**src/source/waveGenPkg.sv**
```systemverilog
`default_nettype none

package waveGenPkg;

    // Clocking
    localparam int ClkHz      = 100_000_000;
    localparam int SampleHz   = 50_000;
    localparam int SampleDiv  = ClkHz / SampleHz;  // 2000 clocks per sample
    localparam int SpiHalfDiv = 25;                // Half bit, 2 MHz SCLK

    // DAC side
    localparam int DacBits   = 12;
    localparam int DacMid    = 2048;  // Zero volts
    localparam int FrameBits = 16;

    // Bits after channel select: BUF off, 1x gain, output active
    localparam logic [2:0] DacCfgBits = 3'b011;

    typedef enum logic [1:0] {
        modeDc     = 2'd0,
        modeSaw    = 2'd1,
        modeTri    = 2'd2,
        modeSquare = 2'd3
    } waveMode_t;

    typedef logic [15:0] freqHz_t;           // Hz
    typedef logic signed [15:0] ampl_t;      // In DAC codes
    typedef logic [DacBits-1:0] dacCode_t;
    typedef logic [15:0] period_t;           // Samples per period

endpackage

`default_nettype wire
```
**src/source/chanCfgIf.sv**
```systemverilog
`timescale 1ns/100ps
`default_nettype none

// One channel's captured settings, step calculator to channel generator
interface chanCfgIf import waveGenPkg::*; ();

    waveMode_t mode;
    period_t   stepCount;  // Samples per waveform period
    ampl_t     stepVal;    // Ramp increment per sample
    ampl_t     ampl;
    ampl_t     offset;
    logic      restart;    // Start again at n=0

    modport src (output mode, stepCount, stepVal, ampl, offset, restart);

    modport dst (input mode, stepCount, stepVal, ampl, offset, restart);

endinterface

`default_nettype wire

```
**src/source/stepCalc.sv**
```systemverilog
`timescale 1ns/100ps
`default_nettype none

module stepCalc import waveGenPkg::*; (
    input  logic      clk,
    input  logic      rst,
    input  logic      sampleTick,
    input  waveMode_t mode,
    input  freqHz_t   freq,
    input  ampl_t     ampl,
    input  ampl_t     offset,
    chanCfgIf.src     cfg
);

    freqHz_t freqEff;
    freqHz_t freqQ;             // Last captured frequency
    period_t quot;
    period_t periodNext;
    period_t halfNext;
    logic signed [17:0] twoAmpl;
    logic signed [17:0] sawStep;
    logic signed [17:0] triStep;
    logic first;                // No tick seen since reset
    logic changed;

    assign freqEff    = (freq == '0) ? freqHz_t'(1) : freq;  // 0 Hz runs as 1 Hz
    assign quot       = period_t'(SampleHz / freqEff);
    assign periodNext = (quot == '0) ? period_t'(1) : quot;  // Above SampleHz
    assign halfNext   = (periodNext < 2) ? period_t'(1) : periodNext >> 1;

    // Peak to peak span
    assign twoAmpl = {ampl[15], ampl, 1'b0};
    assign sawStep = twoAmpl / $signed({2'b00, periodNext});
    assign triStep = twoAmpl / $signed({2'b00, halfNext});   // Rises over half a period

    assign changed = (mode != cfg.mode) || (freq != freqQ)
                     || (ampl != cfg.ampl) || (offset != cfg.offset);

    always_ff @(posedge clk) begin
        if (rst) begin
            first         <= 1'b1;
            cfg.restart   <= 1'b0;
            cfg.mode      <= modeDc;
            cfg.stepCount <= period_t'(1);
            cfg.stepVal   <= '0;
            cfg.ampl      <= '0;
            cfg.offset    <= '0;
        end else if (sampleTick) begin
            first         <= 1'b0;
            cfg.restart   <= first || changed;  // Held until next tick
            cfg.mode      <= mode;
            cfg.stepCount <= periodNext;
            cfg.ampl      <= ampl;
            cfg.offset    <= offset;
            case (mode)
                modeSaw: cfg.stepVal <= sawStep[15:0];
                modeTri: cfg.stepVal <= triStep[15:0];
                default: cfg.stepVal <= '0;    // DC and square need no step
            endcase
        end
    end

    always_ff @(posedge clk) begin
        if (sampleTick) freqQ <= freq;
    end

    // Channel index wraps at stepCount, zero would never wrap
    assert property (@(posedge clk) disable iff (rst)
        (cfg.mode != modeDc) |-> (cfg.stepCount != '0));

endmodule

`default_nettype wire

```
**src/flat_wrapper.sv**
```systemverilog
// flat-port wrapper written by rule: the top's interface ports become plain ports
module stepCalc_flat import waveGenPkg::*;
  (clk, rst, sampleTick, mode, freq, ampl, offset, cfg_mode, cfg_stepCount, cfg_stepVal, cfg_ampl, cfg_offset, cfg_restart);
  chanCfgIf cfg_i ();
  input  logic clk;
  input  logic rst;
  input  logic sampleTick;
  input  waveMode_t mode;
  input  freqHz_t freq;
  input  ampl_t ampl;
  input  ampl_t offset;
  output wire logic [$bits(cfg_i.mode)-1:0] cfg_mode;
  output wire logic [$bits(cfg_i.stepCount)-1:0] cfg_stepCount;
  output wire logic [$bits(cfg_i.stepVal)-1:0] cfg_stepVal;
  output wire logic [$bits(cfg_i.ampl)-1:0] cfg_ampl;
  output wire logic [$bits(cfg_i.offset)-1:0] cfg_offset;
  output wire logic [$bits(cfg_i.restart)-1:0] cfg_restart;
  assign cfg_mode = cfg_i.mode;
  assign cfg_stepCount = cfg_i.stepCount;
  assign cfg_stepVal = cfg_i.stepVal;
  assign cfg_ampl = cfg_i.ampl;
  assign cfg_offset = cfg_i.offset;
  assign cfg_restart = cfg_i.restart;
  stepCalc u_core (.clk(clk), .rst(rst), .sampleTick(sampleTick), .mode(mode), .freq(freq), .ampl(ampl), .offset(offset), .cfg(cfg_i));
endmodule
```
**config.mk**
```make
export PLATFORM = sky130hd
export DESIGN_NAME = stepCalc_flat
export DESIGN_NICKNAME = d
export VERILOG_FILES = /design/src/source/waveGenPkg.sv /design/src/source/chanCfgIf.sv /design/src/source/stepCalc.sv /design/src/flat_wrapper.sv
export SDC_FILE = /design/constraint.sdc
export NUM_CORES = 1
export LEC_CHECK = 0
export BUFFER_PORTS_ARGS = -buffer_cell sky130_fd_sc_hd__buf_2
export CORE_MARGIN = 8
export CORE_UTILIZATION = 50
export DETAILED_ROUTE_END_ITERATION = 7
export PLACE_DENSITY_LB_ADDON = 0.2
export SLEW_MARGIN = 10
export SYNTH_ARGS = -nofsm -noshare
export SYNTH_HDL_FRONTEND = slang
export SYNTH_SLANG_ARGS = --single-unit
export TNS_END_PERCENT = 1
```
**constraint.sdc**
```tcl
create_clock -name clk -period 176.2 [get_ports clk]
set_clock_uncertainty 0.05 [all_clocks]
set_input_delay 17.62 -clock clk [delete_from_list [all_inputs] [get_ports clk]]
set_output_delay 17.62 -clock clk [all_outputs]
set_load 0.005 [all_outputs]
```
==> results of run 1 <==
[final cells by class]
type,count,area [um^2]
fillers,7521,35200
multi-input cells,4846,34100
flip-flops and latches,84,1840
well taps,969,1210
repair buffers,183,1080
inverters,192,721
clock buffers,9,225
clock inverters,7,73.8
[registers in the layout, summed over array words and instances, names as in the netlist]
| name | flops |
|---|---|
| u_core.cfg.ampl | 16 |
| u_core.cfg.stepCount | 16 |
| u_core.first | 1 |
| u_core.cfg.offset | 16 |
| u_core.cfg.stepVal | 16 |
| u_core.cfg.mode | 2 |
| u_core.cfg.restart | 1 |
| u_core.freqQ | 16 |
[per-layer routing]
metal / track usage / part of all wire / vias to the layer above
met5: 0 / 0 / -
met4: 0.0686 / 0.025 / 0
met3: 0.0334 / 0.074 / 191
met2: 0.450 / 0.44 / 1343
met1: 0.377 / 0.46 / 18765
li1: - / - / 19925
[worst min path at each step]
stage	from	end	slack [ps]	cells after the start
floorplan	u_core.first	u_core.first	380	1
global route	u_core.first	u_core.first	430	1
global placement	u_core.cfg.stepVal[7]	u_core.cfg.stepVal[7]	380	2
detailed placement	u_core.cfg.stepVal[11]	u_core.cfg.stepVal[11]	390	2
finish	u_core.cfg.stepVal[11]	u_core.cfg.stepVal[11]	400	2
CTS	u_core.cfg.stepVal[15]	u_core.cfg.stepVal[15]	400	2
[layout by cell type, fill, tap and decap left out, types with 76 or more instances in the layout]
master	Yosys	layout
nand3_1	135	135
o21a_1	192	192
mux2i_1	76	76
nand2_1	449	449
buf_2	10	118
o21ai_0	311	300
ha_1	530	530
mux2_2	104	104
nand2b_1	119	119
xnor2_1	210	210
a21oi_1	425	424
inv_1	189	189
o31ai_1	134	134
nor3_1	201	201
nor2_1	560	560
xor2_1	156	156
a21o_1	148	148
[stage by stage]
stage	utilization	worst slack [ps]	hold slack, ps	std cells
detailed placement	0.524	16600	389	6274
finish	0.528	14050	399	6290
global route	0.528	1740	431	6290
floorplan	-	30640	382	5292
global placement	0.524	18710	384	6274
CTS	0.528	16400	403	6290
[cells by family after synthesis]
kind of cell / Yosys count
fa+ha+maj: 530
compound gates: 1791
mux: 190
other cells: 1
buf+inv: 362
xor+xnor: 366
simple gates: 1967
flops: 84
[critical path: cells and delay by family]
kind            cells  cell delay (ps)
compound gates    373            81920
simple gates      188            36910
fa+ha+maj          46            14950
buf+inv            24             5740
mux                15             4460
xor+xnor            1              280
==> flow_metrics.env, run 1 <==
export IMPL_grt_pass1_vias=37117
export IMPL_clk_root_buffer_cell="clkbuf_16"
export IMPL_r2r_end="u_core.cfg.restart"
export IMPL_clk_pin_slew_ps=70
export IMPL_final_nets=5899
export IMPL_synth_seq_area_share=0.0489
export IMPL_synth_top_area_cell="ha_1"
export IMPL_h_tree_depth=3
export IMPL_routed_via_density=6.39
export IMPL_synth_simple_area_share=0.262
export IMPL_coreArea_um2=74400
export IMPL_grt_pass1_wl_um=195000
export IMPL_finalSetupTns_ps=0
export IMPL_routabilityCongestion=0.978
export IMPL_antennaDiodeCount=0
export IMPL_cts_resized_gates=0
export IMPL_cp_start_kind="input pin"
export IMPL_period_share=0.920
export IMPL_cts_buffers=9
export IMPL_cts_tree="yes"
export IMPL_relSlewSlack=0.200
export IMPL_crit_path_frequent_cell="o21a_1"
export IMPL_ys_warn_count=0
export IMPL_io_pins=120
export IMPL_drive_above_1_share=0.106
export IMPL_synth_seq_cells=84
export IMPL_synth_area_um2=37600
export IMPL_reg2reg_depth=5
export IMPL_crit_required_ps=176390
export IMPL_slowest_delay_ps=930
export IMPL_synth_compound_area_frac=0.327
export IMPL_rows=100
export IMPL_syn_inst=5291
export IMPL_max_freq_mhz=6.17
export IMPL_postCtsSetupBuffers=0
export IMPL_cp_end_kind="flop"
export IMPL_cts_sinks=84
export IMPL_fin_crit_ps=162150
export IMPL_synth_top_area_frac=0.176
export IMPL_drc=0
export IMPL_syn_area_per_cell_um2=7.12
export IMPL_grt_max_degree=63
export IMPL_cpMaxStageDelayCell="a41oi_1"
export IMPL_drt_iter0_drc=3137
export IMPL_synth_mux_area_fraction=0.0555
export IMPL_dp_hpwl_um=96700
export IMPL_start_util=0.506
export IMPL_synthAdderAreaFrac=0.176
export IMPL_die_h_um=290
export IMPL_cts_buffer_depth=2
export IMPL_antenna_found_initial=1
export IMPL_synth_common_cells="nor2_1 (560), ha_1 (530), nand2_1 (449)"
export IMPL_ys_async_sr_fraction=0
export IMPL_final_max_slew_viol_count=0
export IMPL_r2r_slack_ps=174390
export IMPL_cts_hold_buffers=0
export IMPL_vias=40224
export IMPL_postRouteAntennaNets=0
export IMPL_yosysMostFrequentCell="nor2_1"
export IMPL_tightest_slew_ps=1200
export IMPL_finalHoldViolCount=0
export IMPL_r2r_start="u_core.cfg.ampl[15]"
export IMPL_worstPathMaxFanout=44
export IMPL_totalWireLength_um=123000
export IMPL_wl_per_cell_um=19.5
export IMPL_numPortBuffers=119
export IMPL_grt_total_usage=0.274
export IMPL_syn_to_final_growth_pct=4.33
export IMPL_synth_main_ff_cell="dfxtp_1"
export IMPL_clock_latency_ps=390
export IMPL_status="complete, no violations"
export IMPL_crit_start="freq[3]"
export IMPL_synthTopCellsByArea="ha_1 (18%), a21oi_1 (5.6%), nor2_1 (5.6%)"
export IMPL_yosys_area_share_xor_xnor=0.0851
export IMPL_placed_cell_area_um2=39000
export IMPL_synth_cell_types=162
export IMPL_synth_top_family_by_area="compound AO/OA/AOI/OAI gates"
export IMPL_critical_path_class="in2reg"
export IMPL_arrival_ps=162340
export IMPL_die_area_um2=84300
export IMPL_max_cap_violations=0
export IMPL_worstSetupEndpoint="u_core.cfg.stepVal[11]"
export IMPL_fin_area_um2=39300
export IMPL_hold_class="reg2reg"
export IMPL_synth_edf_count=16
export IMPL_setup_violations=0
export IMPL_overflow=0
export IMPL_fp_dieW_um=290
export IMPL_drt_pass1_iterations=6
export IMPL_rsz0062_at_grt="false"
Power of run 1 is not shown: default switching activity piles up to over one toggle a cycle in this logic, so the estimate is an artifact.
==> run 2, diff against run 1 <==
--- a/config.mk
+++ b/config.mk
@@ -10,6 +10,7 @@
 export CORE_UTILIZATION = 50
 export DETAILED_ROUTE_END_ITERATION = 7
 export PLACE_DENSITY_LB_ADDON = 0.2
+export RECOVER_POWER = 25
 export SLEW_MARGIN = 10
 export SYNTH_ARGS = -nofsm -noshare
 export SYNTH_HDL_FRONTEND = slang
==> flow_metrics.env, run 2 (synthesis gave the netlist of run 1 again) <==
export IMPL_status="finished, violations left"
export IMPL_violations="max-capacitance violations, max-slew violations"
export IMPL_dpl_worst_slack_ps=16600
export IMPL_postCtsSetupBuffers=0
export IMPL_clk_pin_slew_ps=70
export IMPL_slowest_delay_ps=930
export IMPL_r2r_end="u_core.cfg.restart"
export IMPL_reg2reg_depth=5
export IMPL_cts_resized_gates=0
export IMPL_drt_pass1_iterations=7
export IMPL_cp_end_kind="flop"
export IMPL_relSlewSlack=-0.780
export IMPL_crit_required_ps=176390
export IMPL_cp_start_kind="input pin"
export IMPL_h_tree_depth=3
export IMPL_cpMaxStageDelayCell="a41oi_1"
export IMPL_dp_hpwl_um=96700
export IMPL_cts_buffer_depth=2
export IMPL_rows=100
export IMPL_hold_class="reg2reg"
export IMPL_clk_root_buffer_cell="clkbuf_16"
export IMPL_layout_commonest_cell="nor2_1"
export IMPL_die_h_um=290
export IMPL_worstPathMaxFanout=44
export IMPL_crit_start="freq[2]"
export IMPL_grt_pass1_vias=37117
export IMPL_tightest_slew_ps=2670
export IMPL_r2r_start="u_core.cfg.ampl[15]"
export IMPL_crit_path_frequent_cell="o21a_1"
export IMPL_fp_dieW_um=290
export IMPL_max_cap_violations=1
export IMPL_cts_buffers=9
export IMPL_finalSetupTns_ps=0
export IMPL_period_share=0.921
export IMPL_worstSetupEndpoint="u_core.cfg.stepVal[11]"
export IMPL_final_cell_mix="nor2_1 (560), ha_1 (530), nand2_1 (449), a21oi_1 (424), o21ai_0 (300)"
export IMPL_postRouteAntennaNets=0
export IMPL_rsz0062_at_grt="false"
export IMPL_drive_above_1_share=0.100
export IMPL_routabilityCongestion=0.978
export IMPL_nFillCells=7534
export IMPL_setup_violations=0
export IMPL_final_max_slew_viol_count=44
export IMPL_multiInputGateArea_um2=34100
export IMPL_antennaDiodeCount=0
export IMPL_fin_crit_ps=162270
export IMPL_arrival_ps=162470
export IMPL_grt_pass1_wl_um=195000
export IMPL_grt_max_degree=63
export IMPL_io_pins=120
export IMPL_syn_to_final_growth_pct=4.23
export IMPL_wl_per_cell_um=19.5
export IMPL_totalWireLength_um=123000
export IMPL_finalHoldViolCount=0
export IMPL_routed_via_density=6.40
export IMPL_final_nets=5899
export IMPL_vias=40234
export IMPL_r2r_slack_ps=174350
export IMPL_cts_tree="yes"
export IMPL_cts_hold_buffers=0
export IMPL_setup_slack_ps=13930
export IMPL_regArea_um2=1840
export IMPL_die_area_um2=84300
export IMPL_overflow=0
export IMPL_critical_path_class="in2reg"
export IMPL_start_util=0.506
export IMPL_coreArea_um2=74400
export IMPL_clock_latency_ps=400
export IMPL_drc=0
export IMPL_fin_area_um2=39200
export IMPL_max_freq_mhz=6.16
export IMPL_cts_sinks=84
export IMPL_numPortBuffers=119
export IMPL_drt_iter0_drc=3080
export IMPL_antenna_found_initial=1
export IMPL_grt_total_usage=0.274
export IMPL_placed_cell_area_um2=39000
-- run 2: changes by cell type in the layout (fill, tap and decap cells not counted) --
cell / previous run / this run
clkbuf_1: 0 / 29
buf_2: 118 / 90
buf_4: 65 / 64
-- run 2: critical path: cells and delay by family --
family	cells	cell delay, ps
AO/OA/AOI/OAI	375	82130
AND/OR/NAND/NOR	187	36260
adder cells (fa/ha/maj)	46	14970
buffers and inverters	24	6210
multiplexers	15	4470
XOR/XNOR	1	280
-- run 2: worst min path at each step --
stage | start | endpoint | slack (ps) | cells past startpoint
2_1_floorplan | u_core.first | u_core.first | 380 | 1
3_3_place_gp | u_core.cfg.stepVal[7] | u_core.cfg.stepVal[7] | 380 | 2
3_5_place_dp | u_core.cfg.stepVal[11] | u_core.cfg.stepVal[11] | 390 | 2
4_1_cts | u_core.cfg.stepVal[15] | u_core.cfg.stepVal[15] | 400 | 2
5_1_grt | u_core.first | u_core.first | 430 | 1
6_report | u_core.cfg.stepVal[11] | u_core.cfg.stepVal[11] | 400 | 2
-- run 2: metal layers --
layer  up-vias  global-route usage  share of wire
met2      1324               0.450           0.44
met5         -                   0              0
li1      19933                   -              -
met4         0              0.0686          0.025
met3       201              0.0334          0.073
met1     18776               0.377           0.47
-- run 2: area by class of cell --
cell class / instances / share of cell area
multi-input combinational: 4846 / 0.870
sequential: 84 / 0.0469
tap: 969 / 0.0309
timing repair buffer: 183 / 0.0265
inverter: 192 / 0.0184
clock buffer: 9 / 0.00574
clock inverter: 7 / 0.00188
-- run 2: per-stage QoR --
stage	utilization	cells	hold WS, ps
2_1_floorplan	-	5292	382
3_3_place_gp	0.524	6274	384
3_5_place_dp	0.524	6274	389
4_1_cts	0.528	6290	403
5_1_grt	0.527	6290	431
6_report	0.527	6290	403
Power of run 2 is left out for the same reason.
