===== config.mk =====
export PLATFORM = sky130hd
export DESIGN_NAME = dacSpiWriter
export DESIGN_NICKNAME = d
export VERILOG_FILES = /design/src/source/waveGenPkg.sv /design/src/source/dacSpiWriter.sv
export SDC_FILE = /design/constraint.sdc
export NUM_CORES = 1
export LEC_CHECK = 0
export BUFFER_PORTS_ARGS = -buffer_cell sky130_fd_sc_hd__buf_4
export CAP_MARGIN = 20
export CORE_AREA = 2 2 47 82
export CTS_BUF_LIST = sky130_fd_sc_hd__clkbuf_2
export DETAILED_ROUTE_END_ITERATION = 8
export DIE_AREA = 0 0 49 84
export GPL_ROUTABILITY_DRIVEN = 0
export PLACE_DENSITY = 0.73
export SLEW_MARGIN = 30
export SYNTH_ARGS = -nofsm -noshare
export SYNTH_HDL_FRONTEND = slang
export SYNTH_SLANG_ARGS = --single-unit

===== constraint.sdc =====
create_clock -name clk -period 2 [get_ports clk]
set_clock_uncertainty 0.1 [all_clocks]
set_input_delay 0.2 -clock clk [delete_from_list [all_inputs] [get_ports clk]]
set_output_delay 0.2 -clock clk [all_outputs]
set_load 0.01 [all_outputs]

===== src/source/waveGenPkg.sv =====
`default_nettype none

package waveGenPkg;

    // Clocking
    localparam int ClkHz      = 100_000_000;
    localparam int SampleHz   = 50_000;
    localparam int SampleDiv  = ClkHz / SampleHz;  // 2000 clocks per sample
    localparam int SpiHalfDiv = 25;                // Half bit, 2 MHz SCLK

    // DAC side
    localparam int DacBits   = 12;
    localparam int DacMid    = 2048;  // Zero volts
    localparam int FrameBits = 16;

    // Bits after channel select: BUF off, 1x gain, output active
    localparam logic [2:0] DacCfgBits = 3'b011;

    typedef enum logic [1:0] {
        modeDc     = 2'd0,
        modeSaw    = 2'd1,
        modeTri    = 2'd2,
        modeSquare = 2'd3
    } waveMode_t;

    typedef logic [15:0] freqHz_t;           // Hz
    typedef logic signed [15:0] ampl_t;      // In DAC codes
    typedef logic [DacBits-1:0] dacCode_t;
    typedef logic [15:0] period_t;           // Samples per period

endpackage

`default_nettype wire

===== src/source/dacSpiWriter.sv =====
`timescale 1ns/100ps
`default_nettype none

module dacSpiWriter import waveGenPkg::*; (
    input  logic     clk,
    input  logic     rst,
    input  logic     sampleTick,
    input  logic     bitTick,
    input  dacCode_t codeA,
    input  dacCode_t codeB,
    output logic     dacCs,
    output logic     dacSclk,
    output logic     dacSdi,
    output logic     dacLdac
);

    typedef enum logic [2:0] {
        sIdle,
        sFrameA,
        sGap,
        sFrameB,
        sLoad
    } wrState_t;

    wrState_t state;
    logic pending;                        // Codes latched, waiting for half-bit edge
    logic [$clog2(FrameBits)-1:0] bitCnt;
    logic [1:0] ldacCnt;
    logic [FrameBits-1:0] shiftReg;
    dacCode_t codeBHeld;
    logic inFrame;
    logic lastBit;

    assign inFrame = (state == sFrameA) || (state == sFrameB);
    assign lastBit = (bitCnt == $bits(bitCnt)'(FrameBits - 1));
    assign dacSdi  = inFrame && shiftReg[FrameBits-1];  // MSB first

    // Frame data, select bit then config then code
    always_ff @(posedge clk) begin
        if (state == sIdle && sampleTick) begin
            shiftReg  <= {1'b0, DacCfgBits, codeA};
            codeBHeld <= codeB;
        end else if (state == sGap && bitTick) begin
            shiftReg <= {1'b1, DacCfgBits, codeBHeld};
        end else if (inFrame && bitTick && dacSclk) begin
            shiftReg <= shiftReg << 1;  // Next bit while SCLK goes low
        end
    end

    always_ff @(posedge clk) begin
        if (rst) begin
            state   <= sIdle;
            pending <= 1'b0;
            bitCnt  <= '0;
            ldacCnt <= '0;
            dacCs   <= 1'b1;
            dacSclk <= 1'b0;
            dacLdac <= 1'b1;
        end else begin
            case (state)
                sIdle: begin
                    if (sampleTick) begin
                        pending <= 1'b1;
                    end else if (pending && bitTick) begin
                        pending <= 1'b0;
                        dacCs   <= 1'b0;
                        bitCnt  <= '0;
                        state   <= sFrameA;
                    end
                end
                sFrameA, sFrameB: begin
                    if (bitTick) begin
                        if (!dacSclk) begin
                            dacSclk <= 1'b1;  // DAC samples SDI here
                        end else begin
                            dacSclk <= 1'b0;
                            bitCnt  <= bitCnt + 1'b1;
                            if (lastBit) begin
                                dacCs <= 1'b1;
                                state <= (state == sFrameA) ? sGap : sLoad;
                            end
                        end
                    end
                end
                sGap: begin
                    // CS high for one half-bit between frames
                    if (bitTick) begin
                        dacCs  <= 1'b0;
                        bitCnt <= '0;
                        state  <= sFrameB;
                    end
                end
                sLoad: begin
                    if (bitTick) begin
                        ldacCnt <= ldacCnt + 1'b1;
                        if (ldacCnt == 2'd0) begin
                            dacLdac <= 1'b0;  // Update both outputs at once
                        end else if (ldacCnt == 2'd2) begin
                            dacLdac <= 1'b1;
                            ldacCnt <= '0;
                            state   <= sIdle;
                        end
                    end
                end
                default: state <= sIdle;
            endcase
        end
    end

    // Load only once both frames are complete
    assert property (@(posedge clk) disable iff (rst) !dacLdac |-> dacCs);

endmodule

`default_nettype wire


==> results of run 1 <==
[worst max path at each step]
| stage | from | to |
|---|---|---|
| floorplan | state[1]$_SDFFE_PP0P_ | shiftReg[0]$_DFFE_PP_ |
| global placement | state[2]$_SDFFE_PP0P_ | shiftReg[2]$_DFFE_PP_ |
| detailed placement | state[2]$_SDFFE_PP0P_ | shiftReg[5]$_DFFE_PP_ |
| CTS | state[0]$_SDFFE_PP0P_ | dacSdi |
| global route | state[0]$_SDFFE_PP0P_ | dacSdi |
| finish | state[0]$_SDFFE_PP0P_ | dacSdi |
[power breakdown]
| group | switching [uW] | internal (uW) |
|---|---|---|
| Clock | 265 | 207 |
| Sequential | 19.5 | 945 |
| Combinational | 75.9 | 105 |
[area by class of cell]
class / instances / area [um^2] / share of cell area [%]
Clock buffer: 5 / 25.02 / 1.103
Clock inverter: 3 / 41.29 / 1.820
Tap cell: 46 / 57.56 / 2.537
Sequential cell: 41 / 1061 / 46.77
Multi-Input combinational cell: 80 / 528.0 / 23.28
Inverter: 14 / 52.55 / 2.317
Timing Repair Buffer: 58 / 503.0 / 22.17
[worst max-delay path, cell delays in order, from the launching register on]
cell,delay [ns]
dfxtp_1,0.52
nor2b_1,0.23
buf_4,0.20
and2_1,0.14
buf_4,0.11
[registers in the layout (all words and copies together) (netlist names)]
signal and count:
dacLdac 1, pending 1, codeBHeld 12, state 3, bitCnt 4, dacCs 1
dacSclk 1, ldacCnt 2, shiftReg 16
[repair_timing]
action	4_1_cts	5_1_grt
endpoints found under the hold margin	31	1
hold buffers	21	1
setup endpoints to repair	0	0
[synth_stat cells, types with 2 or more instances]
library cell	number	area [um^2]
nor2b_1	2	12.51
nand2_1	11	41.29
a211oi_1	2	15.01
nor3_1	3	15.01
o22a_1	2	17.52
nor2_1	8	30.03
buf_2	7	35.03
inv_1	14	52.55
nand2b_1	5	31.28
and2_1	2	12.51
a222oi_1	11	110.1
dfxtp_1	17	340.3
o21ai_1	3	15.01
a311oi_1	2	17.52
nand3_1	5	25.02
a21oi_1	8	40.04
edfxtp_1	24	720.7
clkbuf_1	2	7.510
and3_1	3	18.77
xor2_1	2	17.52
nand4_1	2	12.51
[through the flow]
| step | instances | power (uW) |
|---|---|---|
| 2_1_floorplan | 145 | 1055 |
| 3_3_place_gp | 217 | 1123 |
| 3_5_place_dp | 217 | 1128 |
| 4_1_cts | 246 | 1626 |
| 5_1_grt | 247 | 1684 |
| 6_report | 247 | 1618 |
[logic make-up (layout without fill, tap and decap cells)]
family	count (synthesis)	after routing	synth area share [%]
and+or+nand+nor	43	43	12.77
adders and majority gates	1	1	0.7379
buffers and inverters	24	80	6.273
AOI/OAI and AO/OA	34	34	16.61
DFF	41	41	62.58
xor gates and xnor gates	2	2	1.033
[layer usage]
layer / vias to the layer above / routed length, um
met5: - / 0
met4: 0 / 52
met3: 4 / 185
met2: 52 / 1964
met1: 661 / 1363
li1: 649 / -
==> impl_metrics.tcl, run 1 <==
set metrics [dict create \
    outcome "complete, no violations" \
    post-route-min-period_ns 1.882 \
    ios 32 \
    wl_mm 3.565 \
    ctsResizeCount 0 \
    dp_slack_ns 0.2369 \
    track_usage_pct 19.61 \
    yosys.cell_types.count 31 \
    drt-initial-drc-count 72 \
    whs_ns 0.01308 \
    io_buffers 31 \
    hold_viol 0 \
    dieArea_um2 4116 \
    syn_inst 145 \
    viasPerCell 5.530 \
    cts_tree "done" \
    start_util_pct 48.17 \
    r2r_cells 5 \
    globalRouteMet2Util_pct 35.49 \
    p_per_area_nw_per_um2 713.1 \
    timing.final.crit_share_pct 94.09 \
    grt-ovfl-total 0 \
    die_w_um 49 \
    yosysWarnings 0 \
    crit_type "reg2out" \
    reg2reg_setup_slack_ns 0.24 \
    drc 0 \
    synth_area_um2 1695 \
    worstHoldPathType "in2reg" \
    diodes 0 \
    required_ns 1.70 \
    relSlewSlack_pct 65.28 \
    drive_gt1_share_pct 21.89 \
    grt.busiest_layer "met2" \
    rows 29 \
    vdd.ir_drop.worst_mv 0.6410 \
    hold_depth 3 \
    final_cell_area_um2 2268 \
    clockRootBuffer "clkbuf_2" \
    min_to "shiftReg[11]$_DFFE_PP_" \
    clk_latency_ns 0.38 \
    path_max_fanout 10 \
    synth_top_flop_cell "edfxtp_1" \
    finalMaxSlewViolations 0 \
    maxCapViolations 0 \
    finalSetupViolCount 0 \
    p_leak_uw 0.0009181 \
    setup_slack_ns 0.1182 \
    met3_usage_pct 4.122 \
    wl_per_cell_um 14.43 \
    ys_ff_latch 41 \
    finalSetupTns_ns 0 \
    syn_avg_cell_area_um2 11.69 \
    reg2reg_from "state[2]$_SDFFE_PP0P_" \
    clkSinkCount 41 \
    worst_pin_slew_ns 0.5208 \
    mostFrequentLayoutCells "35 x buf_4, 24 x edfxtp_1, 22 x dlygate4sd3_1" \
    fillers 291 \
    syn_nets 174 \
    postCtsSetupBuffers 0 \
    nNetsFinal 229 \
    grt_use_met1_pct 20.74 \
    grt_pass1_vias 1396 \
    coreArea_um2 3520 \
    drtAntennaViolNets 0 \
    grt_pass1_wl_mm 6.113 \
    dr.pass1.iters 5 \
    htreeDepth 2 \
    arrival_ns 1.58 \
    num_vias 1366 \
    ys_async_sr_fraction_pct 0 \
    utilization_pct 64.45 \
    rsz0062_at_grt "false" \
    area_growth_pct 33.80 \
    dp_hpwl_mm 2.273 \
    die_h_um 84 \
    fmax_mhz 531.4 \
    reg2reg_to "shiftReg[2]$_DFFE_PP_" \
    antenna_found_initial 0 \
    grt_max_degree 27 \
    start_kind "register" \
    crit_path_end_kind "primary output" \
    synth_edf_count 24 \
    clk_path_buf_depth 2 \
    cts-buffers-inserted 5 \
    layout_commonest_cell "buf_4" \
    placedInstanceArea_um2 1982 \
    ys_seq_area_share_pct 62.58 \
    holdCritStartpoint "codeA[11]" \
    clk_pin_slew_ns 0.21 \
]
Note: power is estimated with default switching activity, not from simulation.
==> inputs of run 2 (changes only) <==
--- a/config.mk
+++ b/config.mk
@@ -5,14 +5,15 @@
 export SDC_FILE = /design/constraint.sdc
 export NUM_CORES = 1
 export LEC_CHECK = 0
-export BUFFER_PORTS_ARGS = -buffer_cell sky130_fd_sc_hd__buf_4
 export CAP_MARGIN = 20
-export CORE_AREA = 2 2 47 82
+export CORE_AREA = 2 2 45 79
 export CTS_BUF_LIST = sky130_fd_sc_hd__clkbuf_2
+export CTS_CLUSTER_DIAMETER = 120
 export DETAILED_ROUTE_END_ITERATION = 8
-export DIE_AREA = 0 0 49 84
+export DIE_AREA = 0 0 47 81
+export DONT_BUFFER_PORTS = 1
 export GPL_ROUTABILITY_DRIVEN = 0
-export PLACE_DENSITY = 0.73
+export PLACE_DENSITY = 0.69
 export SLEW_MARGIN = 30
 export SYNTH_ARGS = -nofsm -noshare
 export SYNTH_HDL_FRONTEND = slang
==> impl_metrics.tcl, run 2 (synthesis results as in run 1) <==
set metrics [dict create \
    reg2reg_from "dacSclk$_SDFFE_PP0N_" \
    start_util_pct 52.60 \
    cts-buffers-inserted 5 \
    finalSetupViolCount 0 \
    clkSinkCount 41 \
    reg2reg_to "bitCnt[1]$_SDFFE_PP0P_" \
    placedInstanceArea_um2 1755 \
    final_cell_area_um2 2052 \
    worst_pin_slew_ns 0.5594 \
    ctsResizeCount 0 \
    clockRootBuffer "clkbuf_2" \
    fmax_mhz 564.3 \
    mostFrequentLayoutCells "26 x dlygate4sd3_1, 24 x edfxtp_1, 17 x dfxtp_1" \
    clk_latency_ns 0.39 \
    arrival_ns 2.00 \
    outcome "complete, no violations" \
    clk_path_buf_depth 2 \
    wl_mm 3.248 \
    timing.final.crit_share_pct 88.60 \
    grt_pass1_vias 1160 \
    io_buffers 0 \
    grt-ovfl-total 0 \
    post-route-min-period_ns 1.772 \
    maxCapViolations 0 \
    coreArea_um2 3223 \
    dp_hpwl_mm 2.156 \
    antenna_found_initial 0 \
    fillers 278 \
    r2r_cells 4 \
    multiInputGateArea_um2 528.0 \
    finalSetupTns_ns 0 \
    p_leak_uw 0.0007771 \
    crit_type "reg2reg" \
    drive_gt1_share_pct 7.471 \
    drt-initial-drc-count 39 \
    grt_pass1_wl_mm 5.085 \
    htreeDepth 2 \
    top_register "shiftReg" \
    cts_hold_repair.buffers 26 \
    path_max_fanout 9 \
    dr.pass1.iters 5 \
    grt_max_degree 27 \
    start_kind "register" \
    die_w_um 47 \
    cts_tree "done" \
    num_vias 1208 \
    rsz0062_at_grt "false" \
    rows 28 \
    wl_per_cell_um 14.83 \
    relSlewSlack_pct 62.70 \
    hold_viol 0 \
    drc 0 \
    track_usage_pct 19.70 \
    critPathCapture "bitCnt[1]$_SDFFE_PP0P_" \
    p_per_area_nw_per_um2 695.6 \
    hold_depth 3 \
    nNetsFinal 203 \
    reg2reg_setup_slack_ns 0.23 \
    postCtsSetupBuffers 0 \
    finalMaxSlewViolations 0 \
    diodes 0 \
    largest_registers "shiftReg (16), codeBHeld (12), bitCnt (4)" \
    cp-startpoint "dacSclk$_SDFFE_PP0N_" \
    ios 32 \
    area_growth_pct 21.03 \
    required_ns 2.23 \
    viasPerCell 5.516 \
    worstHoldPathType "in2reg" \
    vdd.ir_drop.worst_mv 0.5591 \
    layout_commonest_cell "dlygate4sd3_1" \
    drtAntennaViolNets 0 \
    die_h_um 81 \
    crit_path_end_kind "register" \
    dieArea_um2 3807 \
    clk_pin_slew_ns 0.18 \
    largest_register_ffs 16 \
    seq_area_um2 1061 \
]
==> run 2: report_power, final <==
part	leakage [uW]	internal, uW	switching, uW
clock network	0.0000225	75.3	249
registers	0.000375	944	19.8
logic	0.000379	74.7	64.1
total	0.000777	1090	333
==> run 2: per-layer routing <==
layer | part of all wire, % | vias up | GRT usage (%) | wire, um
li1 | - | 599 | - | -
met1 | 38 | 565 | 20.47 | 1244
met2 | 54 | 32 | 32.60 | 1749
met3 | 4.6 | 12 | 5.778 | 148
met4 | 3.3 | 0 | 12.78 | 106
met5 | 0 | - | 0 | 0
==> run 2: worst min-delay path by stage <==
stage,start,to
6_report,bitTick,state[1]$_SDFFE_PP0P_
2_1_floorplan,rst,bitCnt[3]$_SDFFE_PP0P_
3_5_place_dp,rst,ldacCnt[1]$_SDFFE_PP0P_
3_3_place_gp,rst,ldacCnt[1]$_SDFFE_PP0P_
5_1_grt,bitTick,state[1]$_SDFFE_PP0P_
4_1_cts,bitTick,state[1]$_SDFFE_PP0P_
==> run 2: worst max-delay path, stage by stage (launching register included) <==
cell       delay [ns]
dfxtp_1          0.59
nor2b_1          0.14
a2111oi_4        0.59
nand3_1          0.15
a21oi_1          0.15
==> run 2: area by class of cell <==
| class | count | area share, % |
|---|---|---|
| timing repair buffer | 32 | 15.49 |
| multi-input combinational | 80 | 25.73 |
| tap | 45 | 2.744 |
| inverter | 14 | 2.561 |
| clock inverter | 2 | 0.5488 |
| sequential | 41 | 51.71 |
| clock buffer | 5 | 1.220 |
==> run 2: stage by stage <==
step	total power [uW]	cells	hold WS [ns]	setup slack (ns)	utilization [%]
floorplan	1055	145	0.1721	0.1051	-
global placement	1073	186	0.1720	0.3155	54.46
detailed placement	1077	186	0.1736	0.2543	54.46
CTS	1449	219	0.001922	0.2067	63.66
global route	1494	219	0.02692	0.1009	63.66
finish	1427	219	0.01897	0.2279	63.66
==> inputs of run 3 (changes only) <==
--- a/config.mk
+++ b/config.mk
@@ -7,13 +7,13 @@
 export LEC_CHECK = 0
 export CAP_MARGIN = 20
 export CORE_AREA = 2 2 45 79
-export CTS_BUF_LIST = sky130_fd_sc_hd__clkbuf_2
 export CTS_CLUSTER_DIAMETER = 120
 export DETAILED_ROUTE_END_ITERATION = 8
 export DIE_AREA = 0 0 47 81
 export DONT_BUFFER_PORTS = 1
 export GPL_ROUTABILITY_DRIVEN = 0
 export PLACE_DENSITY = 0.69
+export SKIP_LAST_GASP = 1
 export SLEW_MARGIN = 30
 export SYNTH_ARGS = -nofsm -noshare
 export SYNTH_HDL_FRONTEND = slang
==> impl_metrics.tcl, run 3 (synthesis results as in run 1) <==
set metrics [dict create \
    htreeDepth 2 \
    wl_mm 3.084 \
    p_sw_uw 336.7 \
    reg2reg_to "shiftReg[9]$_DFFE_PP_" \
    die_h_um 81 \
    crit_slowest_cell "dfxtp_1" \
    path_max_fanout 26 \
    cts-buffers-inserted 5 \
    clockRootBuffer "clkbuf_8" \
    ios 32 \
    dieArea_um2 3807 \
    track_usage_pct 18.94 \
    reg2reg_setup_slack_ns 0.24 \
    path_cells "nor3_1 -> and2_1 -> buf_12 -> a222oi_1 -> inv_1" \
    crit_path_end_kind "register" \
    finalPower_uw 1573 \
    cts_tree "done" \
    clk_latency_ns 0.29 \
    holdCritStartpoint "codeA[0]" \
    antenna_found_initial 0 \
    hold_depth 1 \
    dr.pass1.iters 5 \
    hold_viol 0 \
    worstHoldPathType "in2reg" \
    layout_commonest_cell "edfxtp_1" \
    io_buffers 0 \
    setup_slack_ns 0.2413 \
    relSlewSlack_pct 62.79 \
    power_frac_comb_pct 7.3 \
    fillers 282 \
    clkSinkCount 41 \
    timing.final.crit_share_pct 87.93 \
    power_frac_clock_pct 31.4 \
    dp_hpwl_mm 2.156 \
    multiInputGateArea_um2 528.0 \
    clk_path_buf_depth 2 \
    dp_slack_ns 0.2543 \
    drive_gt1_share_pct 8.075 \
    maxCapViolations 0 \
    grt_pass1_vias 1116 \
    largest_registers "shiftReg (16), codeBHeld (12), bitCnt (4)" \
    die_w_um 47 \
    arrival_ns 1.69 \
    r2r_cells 5 \
    rows 28 \
    finalSetupTns_ns 0 \
    top_register "shiftReg" \
    worst_pin_slew_ns 0.5581 \
    grt_pass1_wl_mm 4.871 \
    p_leak_uw 0.0007380 \
    mostFrequentLayoutCells "24 x edfxtp_1, 17 x dfxtp_1, 14 x inv_1" \
    drtAntennaViolNets 0 \
    netSwitchingFraction_pct 21.41 \
    placedCellCount 186 \
    postCtsSetupBuffers 0 \
    largest_register_ffs 16 \
    crit_type "reg2reg" \
    intPower_uw 1236 \
    seq_power_share_pct 61.3 \
    max_stage_delay_ns 0.48 \
    seq_area_um2 1061 \
    post-route-min-period_ns 1.759 \
    rsz0062_at_grt "false" \
    area_growth_pct 15.94 \
    finalSetupViolCount 0 \
    nNetsFinal 190 \
    outcome "complete, no violations" \
    start_kind "register" \
    p_per_area_nw_per_um2 800.1 \
    min_to "shiftReg[0]$_DFFE_PP_" \
    required_ns 1.94 \
    finalMaxSlewViolations 0 \
    clk_pin_slew_ns 0.07 \
    grt_max_degree 27 \
    grt-ovfl-total 0 \
    reg2reg_from "state[0]$_SDFFE_PP0P_" \
    coreArea_um2 3223 \
    viasPerCell 5.597 \
    drc 0 \
    drt-initial-drc-count 52 \
    cp-startpoint "state[0]$_SDFFE_PP0P_" \
    vdd.ir_drop.worst_mv 0.6922 \
    diodes 0 \
    ctsResizeCount 0 \
    final_cells 206 \
    num_vias 1153 \
    fmax_mhz 568.6 \
    wl_per_cell_um 14.97 \
    start_util_pct 52.60 \
]
-- run 3: changes by cell type in the layout (fill, tap and decap cells not counted) --
| cell | change |
|---|---|
| clkbuf_2 | -5 |
| clkbuf_8 | +5 |
| dlygate4sd3_1 | -13 |
-- run 3: worst max-delay path: cells and delay by family, from the launching register on --
kind	cells	cell delay (ns)
AOI/OAI and AO/OA	1	0.38
buffers and inverters	2	0.24
DFF	1	0.48
and+or+nand+nor	2	0.32
-- run 3: how the worst max path moves through the flow --
stage / end / slack [ns]
floorplan: shiftReg[0]$_DFFE_PP_ / 0.11
global placement: shiftReg[2]$_DFFE_PP_ / 0.32
detailed placement: shiftReg[9]$_DFFE_PP_ / 0.25
CTS: shiftReg[9]$_DFFE_PP_ / 0.25
global route: bitCnt[1]$_SDFFE_PP0P_ / 0.13
finish: shiftReg[9]$_DFFE_PP_ / 0.24
-- run 3: metal layers --
layer / up-vias / part of all wire [%] / routed length (um) / GRT usage, %
li1: 570 / - / - / -
met2: 30 / 54 / 1666 / 31.51
met3: 9 / 5.7 / 175 / 6.889
met1: 544 / 37 / 1144 / 18.64
met4: 0 / 3.2 / 98 / 12.22
met5: - / 0 / 0 / 0
-- run 3: timing repair --
item	CTS	global route
endpoints found under the hold margin	25	0
hold buffers	13	0
setup endpoints to repair	0	0
-- run 3: power groups by stage --
stage	registers [uW]	clock network [uW]	logic, uW
after floorplan	973	0	82.0
after global placement	982	0	90.5
after detailed placement	983	0	93.8
after CTS	964	519	118
after global routing	967	549	129
final	963	494	115
-- run 3: cell type report --
cell class	count	area share [%]
Multi-Input combinational cell	80	26.86
Inverter	14	2.673
Clock inverter	2	0.5729
Clock buffer	5	3.501
Sequential cell	41	53.98
Tap cell	45	2.864
Timing Repair Buffer	19	9.548
-- run 3: per-stage QoR --
step | instance area [um^2] | util, % | hold slack [ns]
2_1_floorplan | 1695 | - | 0.1721
3_3_place_gp | 1755 | 54.46 | 0.1720
3_5_place_dp | 1755 | 54.46 | 0.1736
4_1_cts | 1966 | 60.99 | 0.007168
5_1_grt | 1966 | 60.99 | 0.01368
6_report | 1966 | 60.99 | 0.02216
