### src/source/waveGenPkg.sv
`default_nettype none

package waveGenPkg;

    // Clocking
    localparam int ClkHz      = 100_000_000;
    localparam int SampleHz   = 50_000;
    localparam int SampleDiv  = ClkHz / SampleHz;  // 2000 clocks per sample
    localparam int SpiHalfDiv = 25;                // Half bit, 2 MHz SCLK

    // DAC side
    localparam int DacBits   = 12;
    localparam int DacMid    = 2048;  // Zero volts
    localparam int FrameBits = 16;

    // Bits after channel select: BUF off, 1x gain, output active
    localparam logic [2:0] DacCfgBits = 3'b011;

    typedef enum logic [1:0] {
        modeDc     = 2'd0,
        modeSaw    = 2'd1,
        modeTri    = 2'd2,
        modeSquare = 2'd3
    } waveMode_t;

    typedef logic [15:0] freqHz_t;           // Hz
    typedef logic signed [15:0] ampl_t;      // In DAC codes
    typedef logic [DacBits-1:0] dacCode_t;
    typedef logic [15:0] period_t;           // Samples per period

endpackage

`default_nettype wire
### src/source/chanCfgIf.sv
`timescale 1ns/100ps
`default_nettype none

// One channel's captured settings, step calculator to channel generator
interface chanCfgIf import waveGenPkg::*; ();

    waveMode_t mode;
    period_t   stepCount;  // Samples per waveform period
    ampl_t     stepVal;    // Ramp increment per sample
    ampl_t     ampl;
    ampl_t     offset;
    logic      restart;    // Start again at n=0

    modport src (output mode, stepCount, stepVal, ampl, offset, restart);

    modport dst (input mode, stepCount, stepVal, ampl, offset, restart);

endinterface

`default_nettype wire

### src/source/waveChannel.sv
`timescale 1ns/100ps
`default_nettype none

module waveChannel import waveGenPkg::*; (
    input  logic     clk,
    input  logic     rst,
    input  logic     sampleTick,
    chanCfgIf.dst    cfg,
    output dacCode_t code
);

    period_t n;        // Sample index within the period
    period_t idx;      // Index of the sample being registered
    period_t nInc;
    period_t half;
    period_t k;        // Ramp position
    logic signed [33:0] amplX;
    logic signed [33:0] prod;
    logic signed [33:0] wave;
    logic signed [33:0] sum;

    assign half = cfg.stepCount >> 1;
    assign nInc = n + 1'b1;

    // Restart wins over the wrap
    always_comb begin
        if (cfg.restart) begin
            idx = '0;
        end else if (nInc >= cfg.stepCount) begin
            idx = '0;
        end else begin
            idx = nInc;
        end
    end

    // Falling half of the triangle counts from its own start
    assign k = (cfg.mode == modeTri && idx >= half) ? idx - half : idx;

    assign amplX = 34'(cfg.ampl);
    assign prod  = 34'(cfg.stepVal) * $signed({18'd0, k});

    always_comb begin
        case (cfg.mode)
            modeSaw:    wave = prod - amplX;        // -ampl up to +ampl
            modeTri:    wave = (idx < half) ? prod - amplX : amplX - prod;
            modeSquare: wave = (idx < half) ? amplX : -amplX;  // Fixed 50 %
            default:    wave = '0;                  // DC, offset only
        endcase
    end

    assign sum = 34'(DacMid) + 34'(cfg.offset) + wave;

    always_ff @(posedge clk) begin
        if (rst) begin
            n    <= '0;
            code <= dacCode_t'(DacMid);
        end else if (sampleTick) begin
            n <= idx;
            // Clamp to the DAC range
            if (sum < 0) begin
                code <= '0;
            end else if (sum > 34'((1 << DacBits) - 1)) begin
                code <= '1;
            end else begin
                code <= sum[DacBits-1:0];
            end
        end
    end

endmodule

`default_nettype wire

### src/flat_wrapper.sv
// flat-port wrapper written by rule: the top's interface ports become plain ports
module waveChannel_flat import waveGenPkg::*;
  (clk, rst, sampleTick, code, cfg_mode, cfg_stepCount, cfg_stepVal, cfg_ampl, cfg_offset, cfg_restart);
  chanCfgIf cfg_i ();
  input  logic clk;
  input  logic rst;
  input  logic sampleTick;
  output dacCode_t code;
  input wire logic [$bits(cfg_i.mode)-1:0] cfg_mode;
  input wire logic [$bits(cfg_i.stepCount)-1:0] cfg_stepCount;
  input wire logic [$bits(cfg_i.stepVal)-1:0] cfg_stepVal;
  input wire logic [$bits(cfg_i.ampl)-1:0] cfg_ampl;
  input wire logic [$bits(cfg_i.offset)-1:0] cfg_offset;
  input wire logic [$bits(cfg_i.restart)-1:0] cfg_restart;
  assign cfg_i.mode = cfg_mode;
  assign cfg_i.stepCount = cfg_stepCount;
  assign cfg_i.stepVal = cfg_stepVal;
  assign cfg_i.ampl = cfg_ampl;
  assign cfg_i.offset = cfg_offset;
  assign cfg_i.restart = cfg_restart;
  waveChannel u_core (.clk(clk), .rst(rst), .sampleTick(sampleTick), .cfg(cfg_i), .code(code));
endmodule
### config.mk
export PLATFORM = sky130hd
export DESIGN_NAME = waveChannel_flat
export DESIGN_NICKNAME = d
export VERILOG_FILES = /design/src/source/waveGenPkg.sv /design/src/source/chanCfgIf.sv /design/src/source/waveChannel.sv /design/src/flat_wrapper.sv
export SDC_FILE = /design/constraint.sdc
export NUM_CORES = 1
export LEC_CHECK = 0
export BUFFER_PORTS_ARGS = -buffer_cell sky130_fd_sc_hd__buf_2
export CORE_MARGIN = 2
export CORE_UTILIZATION = 42
export CTS_CLUSTER_DIAMETER = 120
export DETAILED_ROUTE_END_ITERATION = 12
export GPL_TIMING_DRIVEN = 0
export HOLD_SLACK_MARGIN = 0.12
export PLACE_DENSITY = 0.65
export SLEW_MARGIN = 20
export SYNTH_ARGS = -nofsm -noshare
export SYNTH_HDL_FRONTEND = slang
export SYNTH_SLANG_ARGS = --single-unit
### constraint.sdc
create_clock -name clk -period 22.3 [get_ports clk]
set_clock_uncertainty 0.15 [all_clocks]
set_input_delay 2.23 -clock clk [delete_from_list [all_inputs] [get_ports clk]]
set_output_delay 2.23 -clock clk [all_outputs]
set_load 0.1 [all_outputs]
==> results of run 1 <==
-- power by group through the flow --
stage	combinational (uW)	clock, uW	sequential (uW)
finish	454	52.3	56.0
global route	494	55.5	56.4
CTS	446	53.2	56.0
detailed placement	443	0	57.0
global placement	438	0	57.0
floorplan	301	0	81.0
-- cells by family (layout without fill, tap and decap cells) --
kind of cell / Yosys count / in the layout / share of synthesized area, %
compound gates: 589 / 589 / 21.33
fa+ha+maj: 456 / 456 / 38.62
buf+inv: 453 / 535 / 9.340
other cells: 0 / 2 / 0
mux: 31 / 31 / 1.687
simple gates: 756 / 756 / 20.04
flops: 28 / 28 / 3.010
xor+xnor: 127 / 127 / 5.974
-- routing by layer --
metal	vias up	track usage, %	share of wire, %
li1	8460	-	-
met4	0	5.949	2.5
met1	8596	36.13	45
met5	-	0	0
met3	96	1.674	5.6
met2	648	43.27	47
-- metrics by stage --
step | setup slack [ns] | hold slack, ns | utilization (%) | instances
2_1_floorplan | 5.883 | 0.3071 | - | 2440
3_3_place_gp | 1.640 | 0.2934 | 44.85 | 3109
3_5_place_dp | 1.606 | 0.2939 | 44.91 | 3110
4_1_cts | 1.854 | 0.3101 | 45.15 | 3114
5_1_grt | 0.5859 | 0.3417 | 45.15 | 3114
6_report | 1.657 | 0.3027 | 45.16 | 3116
-- registers in the layout (all words and copies together), names as in the netlist --
signal       count
u_core.n        16
u_core.code     12
-- cell type report --
cell class | count | area, um^2
Antenna cell | 2 | 5.005
Buffer | 106 | 436.7
Multi-Input combinational cell | 1959 | 16340
Inverter | 347 | 1303
Fill cell | 4487 | 24150
Clock buffer | 3 | 75.07
Tap cell | 592 | 740.7
Clock inverter | 1 | 30.03
Timing Repair Buffer | 78 | 396.6
Sequential cell | 28 | 560.5
-- critical path, delay by kind of cell --
family / cells / cell delay, ns
fa+ha+maj: 11 / 4.72
compound gates: 25 / 7.00
xor+xnor: 2 / 0.37
buf+inv: 10 / 2.53
simple gates: 18 / 3.73
-- placed cells by master (no fill, tap or decap), types with 24 or more instances in the layout --
cell | Yosys | final
a21o_1 | 78 | 78
nand3_1 | 42 | 42
o21bai_1 | 24 | 24
dfxtp_1 | 28 | 28
ha_1 | 258 | 258
buf_2 | 16 | 93
nand4_1 | 26 | 26
and2_1 | 117 | 117
nor3_1 | 29 | 29
o31ai_1 | 24 | 24
nand2b_1 | 27 | 27
fa_1 | 198 | 198
nor2b_1 | 35 | 35
nand2_1 | 258 | 258
o21ai_0 | 105 | 105
nor2_1 | 132 | 132
a21oi_1 | 137 | 137
inv_1 | 347 | 347
xnor2_1 | 90 | 90
mux2i_1 | 28 | 28
xor2_1 | 37 | 37
clkbuf_1 | 81 | 81
o21a_1 | 31 | 31
-- worst max-delay path by stage --
stage	startpoint	to	slack [ns]	depth (start not counted)
4_1_cts	cfg_stepCount[0]	u_core.code[8]	1.85	66
5_1_grt	cfg_stepCount[0]	u_core.code[9]	0.59	68
3_3_place_gp	cfg_stepCount[0]	u_core.code[8]	1.64	66
2_1_floorplan	cfg_stepCount[0]	u_core.code[10]	5.88	64
6_report	cfg_stepCount[0]	u_core.code[8]	1.66	66
3_5_place_dp	cfg_stepCount[0]	u_core.code[8]	1.61	66
==> summary.txt, run 1 <==
Pwr
  • Switching power: 313.8 uW
  • Power per Cell Area: 28.30 nW/um^2
  • Part of the power in registers: 9.9%
  • Comb power frac: 80.8%
  • Tot Pwr: 562.6 uW
  • Maximum vdd drop: 32.69 uV
  • Lkg Pwr: 0.009856 uW
  • Clock Power Share: 9.3%
  • Int Pwr: 248.8 uW
  • Switching share of total power: 55.77%

Status
  • Outcome: completed

Placed design
  • PortBufs: 77
  • DP Wirelength: 51,220 um
  • GP Congestion: 0.9719
  • DP Area: 19,770 um^2

Cells and area
  • Fraction of layout cells with a size suffix above 1: 5.472%
  • Fin area: 19,880 um^2
  • Layout Nets: 3,049
  • Area delta synth->final: 6.780%

Detailed routing
  • Routed wire per std cell: 19.26 um
  • DR vias: 17,800
  • DRC: 0
  • Pre-antenna DRT Iters: 5
  • Post-route ant nets: 0
  • WL final: 60,010 um
  • Drt initial violations: 1,598
  • Via density: 5.712

GRT
  • Largest net degree at the start of global routing: 25
  • Initial antenna violation count: 1
  • Total track usage: 25.72%
  • Vias in the first global route: 17,510
  • First-pass GRT wire length: 96,170 um
  • Remaining Overflow, GRT: 0

Synthesis
  • EDFF count, synth: 0
  • Top-count cell post-synth: inv_1
  • Post-synthesis sequential area ratio: 3.010%
  • Synth warn: 0
  • Syn Inst Count: 2,440
  • Synth top area share: 21.29%
  • Primary FF master, synth: dfxtp_1
  • Top cell type by total area after synthesis: fa_1
  • Unique masters post-synth: 78
  • Avg Cell Area, Syn: 7.631 um^2
  • Area contributors post-synth: fa_1 (21%), ha_1 (17%), inv_1 (7.0%)
  • Post-Syn Nets: 2,966
  • Mapped Area: 18,620 um^2
  • Post-synth top cells: inv_1 (347), ha_1 (258), nand2_1 (258), fa_1 (198), a21oi_1 (137)
  • Async SR Flop Fraction: 0%
  • Yosys reg bits: 28

Clock network
  • CTS Hold Bufs: 0
  • Clk pin slew, worst setup/hold paths: 0.07 ns
  • Longest Clk Path Bufs: 2
  • Post-CTS setup buffers: 0
  • Clock sink total: 28
  • Cts bufs inserted: 3
  • Clock latency on the worst-skew pair: 0.26 ns
  • CTS H-tree depth: 1
  • TritonCTS clock tree: built
  • Root Driver: clkbuf_16
  • Post-CTS resize count: 0

Floorplanning
  • Die Span X: 214.6 um
  • Io pins: 82
  • DIE AREA: 46,030 um^2
  • Row count: 77
  • Die H: 214.6 um
  • Core ar.: 44,030 um^2
  • Initial Util: 42.29%

Flow run
  • Max-cap check violation count: 0

Min path
  • Hold Crit Depth: 2
  • HP Start: u_core.code[2]
  • Hold EP: u_core.code[2]
  • Worst min path class: register to register

Critical path
  • R2R cell count: 71
  • R2r startpoint: u_core.n[0]
  • Crit start category: primary input
  • CP max stage cell: a2111oi_1
  • CP Data Required Time: 22.28 ns
  • Critical Path End Type: register
  • Crit-path max FO: 10
  • Max incr delay on CP: 0.74 ns
  • CP arrival: 20.62 ns
  • FF-to-FF End: u_core.code[8]
  • Flop2flop setup slack: 2.60 ns
  • WS Path Type: primary input to register

STA
  • Worst Tran Pin Value: 1.114 ns
  • Final TNS setup: 0 ns
  • Worst relative slew slack: 25.42%
  • Final hold vios: 0
  • Fin crit share: 92.57%
  • Max Fclk: 48.44 MHz
  • Unrepaired setup endpoints after global routing: false
  • Final Critical Period: 20.64 ns
  • # setup viols final: 0
  • Final Max Slew Viols: 0
Note: power is estimated with default switching activity, not from simulation.
==> run 2: changes to the inputs <==
Settings changed: CORE_ASPECT_RATIO from default to 1.4.
==> run 2 against run 1 <==
Against the previous run: clock power decreased by 9.4%; largest power group unchanged; via count up 0.20%; register-to-register slack got worse by 0.24 ns; global-route usage up 0.97 points; critical endpoint is now u_core.code[0]; non-clock buffer count did not move.
==> summary.txt, run 2 (synthesis gave the netlist of run 1 again) <==
Pwr
  • Power per Cell Area: 28.21 nW/um^2 (-0.30%)
  • Comb power frac: 81.6% (+0.8 points)
  • Switching power: 318.4 uW (+1.5%)
  • Part of the power in registers: 9.9% (about the same)
  • Clock Power Share: 8.5% (-0.8 points)
  • Int Pwr: 240.5 uW (-3.4%)
  • Switching share of total power: 56.97% (+1.2 points)
  • Maximum vdd drop: 32.78 uV (+0.28%)
  • Lkg Pwr: 0.009848 uW (about the same)

STA
  • Worst relative slew slack: 16.05% (-9.4 points)
  • Fin crit share: 93.17% (+0.60 points)
  • Final TNS setup: 0 ns (unchanged)
  • Setup ws final: 1.524 ns (-0.1334 ns)
  • Final Max Slew Viols: 0 (unchanged)
  • Worst Tran Pin Value: 1.251 ns (+0.1372 ns)
  • Final Critical Period: 20.78 ns (+0.1334 ns)
  • Final hold vios: 0 (unchanged)
  • # setup viols final: 0 (unchanged)
  • Unrepaired setup endpoints after global routing: false
  • Max Fclk: 48.13 MHz (-0.64%)

Placed design
  • Placed insts: 3,076 (-1.1%)
  • Pre-CTS setup slack: 1.588 ns (-0.01746 ns)
  • DP Wirelength: 52,570 um (+2.6%)
  • GP Congestion: 0.9774 (+0.57%)
  • PortBufs: 77 (unchanged)

Critical path
  • CP max stage cell: a2111oi_0
  • Delay-heaviest family, CP: compound AO/OA/AOI/OAI gates
  • Crit-path max FO: 10 (unchanged)
  • Most used cell, CP: fa_1
  • CP arrival: 20.77 ns (+0.15 ns)
  • R2R cell count: 70 (-1.4%)
  • R2r startpoint: u_core.n[0]
  • CP Data Required Time: 22.30 ns (+0.02 ns)
  • Worst Path Buf+Inv: 10 (unchanged)
  • Max incr delay on CP: 0.86 ns (+0.12 ns)
  • Crit start category: primary input
  • Critical Path End Type: register
  • FF-to-FF End: u_core.code[0]
  • Flop2flop setup slack: 2.36 ns (-0.24 ns)
  • WS Path Type: primary input to register

Min path
  • HP Start: u_core.code[2]
  • Worst min path class: register to register
  • Hold EP: u_core.code[2]
  • Hold Crit Depth: 2 (unchanged)

Cells and area
  • Largest register by flop count: u_core.n
  • Fraction of layout cells with a size suffix above 1: 5.432% (-0.040 points)
  • Fin cells: 3,080 (-1.2%)
  • # diodes: 0 (-2)
  • Layout Nets: 3,049 (unchanged)
  • Area delta synth->final: 6.397%
  • Largest regs: u_core.n (16), u_core.code (12)
  • Finished Core Util: 45.08% (-0.081 points)
  • Most frequent cells in the layout: inv_1 (347), nand2_1 (258), ha_1 (258)
  • Max reg flops: 16 (unchanged)
  • Commonest non-fill, non-tap cell in the layout: inv_1

Clock network
  • Clock sink total: 28 (unchanged)
  • Clock latency on the worst-skew pair: 0.27 ns (about the same)
  • Clk pin slew, worst setup/hold paths: 0.08 ns (about the same)
  • Root Driver: clkbuf_16
  • Longest Clk Path Bufs: 2 (unchanged)
  • CTS H-tree depth: 1 (unchanged)
  • TritonCTS clock tree: built
  • Post-CTS setup buffers: 0 (unchanged)
  • Cts bufs inserted: 3 (unchanged)
  • CTS Hold Bufs: 0 (unchanged)
  • Post-CTS resize count: 0 (unchanged)

Floorplanning
  • DIE AREA: 46,060 um^2 (about the same)
  • Core ar.: 43,950 um^2 (-0.18%)
  • Row count: 91 (+18%)
  • Io pins: 82 (unchanged)
  • Initial Util: 42.37% (+0.076 points)
  • Die H: 253.1 um (+18%)
  • Die Span X: 182.0 um (-15%)

GRT
  • Remaining Overflow, GRT: 0 (unchanged)
  • First-pass GRT wire length: 97,370 um (+1.2%)
  • Largest net degree at the start of global routing: 25 (unchanged)
  • Initial antenna violation count: 1 (unchanged)
  • Total track usage: 26.70% (+0.97 points)
  • Vias in the first global route: 18,310 (+4.5%)

Detailed routing
  • DR vias: 17,840 (+0.20%)
  • Drt initial violations: 1,065 (-33%)
  • Pre-antenna DRT Iters: 5 (unchanged)
  • Post-route ant nets: 0 (unchanged)
  • Via density: 5.791 (+1.4%)
  • DRC: 0 (unchanged)
  • WL final: 61,350 um (+2.2%)
  • Routed wire per std cell: 19.92 um (+3.4%)

Status
  • Outcome: completed

Flow run
  • Max-cap check violation count: 0 (unchanged)
==> run 2: cell count changes in the layout (fill, tap and decap cells not counted) <==
cell       delta
a2111oi_1     -1
bufinv_16     -1
a311oi_1      +1
diode_2       -2
a311oi_2      -1
clkbuf_8      +1
a2111oi_0     +1
==> run 2: worst max path at each step <==
stage                                 from              end  slack [ns]  cells past startpoint
after global routing      cfg_stepCount[0]   u_core.code[9]        0.76                     66
after global placement    cfg_stepCount[0]  u_core.code[10]        1.99                     66
after CTS                 cfg_stepCount[0]   u_core.code[5]        1.87                     65
final                     cfg_stepCount[0]   u_core.code[0]        1.52                     66
after floorplan           cfg_stepCount[0]  u_core.code[10]        5.88                     64
after detailed placement  cfg_stepCount[0]   u_core.code[5]        1.59                     65
==> run 2: layer usage <==
metal  global-route usage, %  share of wire, %  routed length [um]  vias up
li1                        -                 -                   -     8451
met1                   30.36                39               23800     8629
met2                   49.80                51               31130      584
met3                   2.287               4.4                2681      169
met4                   13.43               6.1                3720        2
met5                       0             0.018                  11        -
==> run 2: tightest hold or removal path: cells and delay by family, from the launching register on <==
family | cells | cell delay [ns]
compound gates | 1 | 0.05
flops | 1 | 0.32
simple gates | 1 | 0.05
==> run 2: metrics by stage <==
stage | instance area (um^2) | total power, uW | hold slack, ns
2_1_floorplan | 18620 | 382.4 | 0.3071
4_1_cts | 19810 | 552.8 | 0.3027
5_1_grt | 19810 | 603.5 | 0.3294
6_report | 19810 | 558.9 | 0.2992
3_5_place_dp | 19720 | 502.4 | 0.2857
3_3_place_gp | 19700 | 498.3 | 0.2863
==> run 2: final cells by class <==
| type | instances | area, um^2 |
|---|---|---|
| Timing Repair Buffer | 78 | 396.6 |
| Clock buffer | 4 | 88.84 |
| Fill cell | 4483 | 24140 |
| Inverter | 347 | 1303 |
| Sequential cell | 28 | 560.5 |
| Tap cell | 558 | 698.2 |
| Multi-Input combinational cell | 1959 | 16330 |
| Buffer | 106 | 436.7 |
==> run 2: power groups by stage <==
| stage | clock network (uW) | registers, uW | logic [uW] |
|---|---|---|---|
| after floorplan | 0 | 81.0 | 301 |
| after detailed placement | 0 | 56.7 | 446 |
| after global routing | 50.4 | 56.1 | 497 |
| final | 47.4 | 55.4 | 456 |
| after global placement | 0 | 56.6 | 442 |
| after CTS | 47.9 | 55.4 | 449 |
==> run 3: changes to the inputs <==
Settings changed: CELL_PAD_IN_SITES_DETAIL_PLACEMENT from default to 1, CELL_PAD_IN_SITES_GLOBAL_PLACEMENT from default to 1, PLACE_DENSITY 0.65 to 0.81, REMOVE_ABC_BUFFERS from default to 1.
==> run 3 against run 2 <==
Against the previous run: cell count down 3.1%; worst hold slack better by 0.0018 ns; first-iteration DRC count down 40%; critical path type unchanged; largest power group unchanged.
==> summary.txt, run 3 (synthesis gave the netlist of run 1 again) <==
Clock network
  • Longest Clk Path Bufs: 2 (unchanged)
  • Cts bufs inserted: 3 (unchanged)
  • Post-CTS setup buffers: 0 (unchanged)
  • Clk pin slew, worst setup/hold paths: 0.07 ns (about the same)
  • Root Driver: clkbuf_16
  • Clock latency on the worst-skew pair: 0.28 ns (about the same)
  • Post-CTS resize count: 0 (unchanged)
  • Clock sink total: 28 (unchanged)
  • CTS Hold Bufs: 0 (unchanged)
  • TritonCTS clock tree: built
  • CTS H-tree depth: 1 (unchanged)

GRT
  • Largest net degree at the start of global routing: 35 (+40%)
  • Vias in the first global route: 19,770 (+8.0%)
  • Initial antenna violation count: 3 (+2)
  • Total track usage: 28.08% (+1.4 points)
  • First-pass GRT wire length: 104,100 um (+6.9%)
  • Remaining Overflow, GRT: 0 (unchanged)

STA
  • Final Critical Period: 20.84 ns (+0.06769 ns)
  • Worst relative slew slack: 22.28% (+6.2 points)
  • Setup ws final: 1.456 ns (-0.06769 ns)
  • Unrepaired setup endpoints after global routing: false
  • Max Fclk: 47.98 MHz (-0.32%)
  • Fin crit share: 93.47% (+0.30 points)
  • # setup viols final: 0 (unchanged)
  • Min Hold Slack: 0.3010 ns (+0.001765 ns)
  • Worst Tran Pin Value: 1.158 ns (-0.09275 ns)
  • Final Max Slew Viols: 0 (unchanged)
  • Final TNS setup: 0 ns (unchanged)
  • Final hold vios: 0 (unchanged)

Critical path
  • WS Path Type: primary input to register
  • FF-to-FF End: u_core.code[5]
  • Flop2flop setup slack: 2.27 ns (-0.09 ns)
  • CP max stage cell: o21a_1
  • Max incr delay on CP: 0.93 ns (+0.07 ns)
  • R2r startpoint: u_core.n[0]
  • CP arrival: 20.83 ns (+0.06 ns)
  • R2R cell count: 66 (-5.7%)
  • Crit-path max FO: 34 (+24)
  • CP Data Required Time: 22.29 ns (about the same)
  • Most used cell, CP: fa_1
  • Crit start category: primary input
  • CP Launch Point: cfg_stepCount[0]
  • Critical Path End Type: register

Detailed routing
  • Routed wire per std cell: 21.56 um (+8.2%)
  • WL final: 64,300 um (+4.8%)
  • DRC: 0 (unchanged)
  • Pre-antenna DRT Iters: 5 (unchanged)
  • Post-route ant nets: 0 (unchanged)
  • DR vias: 17,760 (-0.41%)
  • Via density: 5.954 (+2.8%)
  • Drt initial violations: 637 (-40%)

Cells and area
  • Commonest non-fill, non-tap cell in the layout: inv_1
  • Fraction of layout cells with a size suffix above 1: 5.693% (+0.26 points)
  • Fin cells: 2,983 (-3.1%)
  • Max reg flops: 16 (unchanged)
  • Fin area: 19,510 um^2 (-1.5%)
  • Largest register by flop count: u_core.n
  • Layout Nets: 2,951 (-3.2%)
  • Largest regs: u_core.n (16), u_core.code (12)
  • Most frequent cells in the layout: inv_1 (347), nand2_1 (258), ha_1 (258)
  • Area delta synth->final: 4.791%

Floorplanning
  • Initial Util: 42.37% (unchanged)
  • DIE AREA: 46,060 um^2 (unchanged)
  • Die Span X: 182.0 um (unchanged)
  • Die H: 253.1 um (unchanged)
  • Core ar.: 43,950 um^2 (unchanged)
  • Row count: 91 (unchanged)
  • Io pins: 82 (unchanged)

Min path
  • HP Start: u_core.code[4]
  • Worst min path class: register to register
  • Hold EP: u_core.code[4]
  • Hold Crit Depth: 2 (unchanged)

Status
  • Outcome: completed

Placed design
  • Placed insts: 2,978 (-3.2%)
  • DP Wirelength: 54,010 um (+2.7%)
  • GP Congestion: 0.9446 (-3.4%)
  • DP Area: 19,420 um^2 (-1.5%)
  • Pre-CTS setup slack: 1.235 ns (-0.3537 ns)
  • PortBufs: 81 (+5.2%)

Pwr
  • Lkg Pwr: 0.009697 uW (-1.5%)
  • Power per Cell Area: 28.84 nW/um^2 (+2.2%)
  • Maximum vdd drop: 37.99 uV (+16%)

Flow run
  • Max-cap check violation count: 0 (unchanged)
run 3: layout make-up:
| cell class | count | area (um^2) |
|---|---|---|
| Fill cell | 5548 | 24440 |
| Multi-Input combinational cell | 1959 | 16400 |
| Inverter | 347 | 1303 |
| Tap cell | 558 | 698.2 |
| Sequential cell | 28 | 560.5 |
| Timing Repair Buffer | 86 | 461.7 |
| Clock buffer | 4 | 88.84 |
| Antenna cell | 1 | 2.502 |
run 3: metrics by stage:
| step | power (uW) | utilization, % |
|---|---|---|
| after floorplan | 373.5 | - |
| after global placement | 492.7 | 43.88 |
| after detailed placement | 505.8 | 44.19 |
| after CTS | 558.1 | 44.39 |
| after global routing | 604.3 | 44.40 |
| final | 562.8 | 44.40 |
run 3: worst max-delay path: cells and delay by family:
kind,cells,cell delay (ns)
simple gates,16,4.32
compound gates,25,8.35
xor+xnor,2,0.34
buf+inv,5,0.35
fa+ha+maj,12,5.20
run 3: per-layer routing:
layer	vias to the layer above	share of wire [%]	track usage (%)
li1	8235	-	-
met1	8937	38	30.53
met2	408	54	55.07
met3	177	2.7	2.215
met4	4	5.1	12.40
met5	-	0.036	0
run 3: how the worst max path moves through the flow:
stage	to	cells after the start
2_1_floorplan	u_core.code[5]	59
3_3_place_gp	u_core.code[5]	55
3_5_place_dp	u_core.code[5]	55
4_1_cts	u_core.code[5]	55
5_1_grt	u_core.code[5]	61
6_report	u_core.code[5]	60
run 3: report_power, final:
part           switching (uW)  internal [uW]
logic                     300            159
registers                1.95           53.6
clock network            20.5           27.7
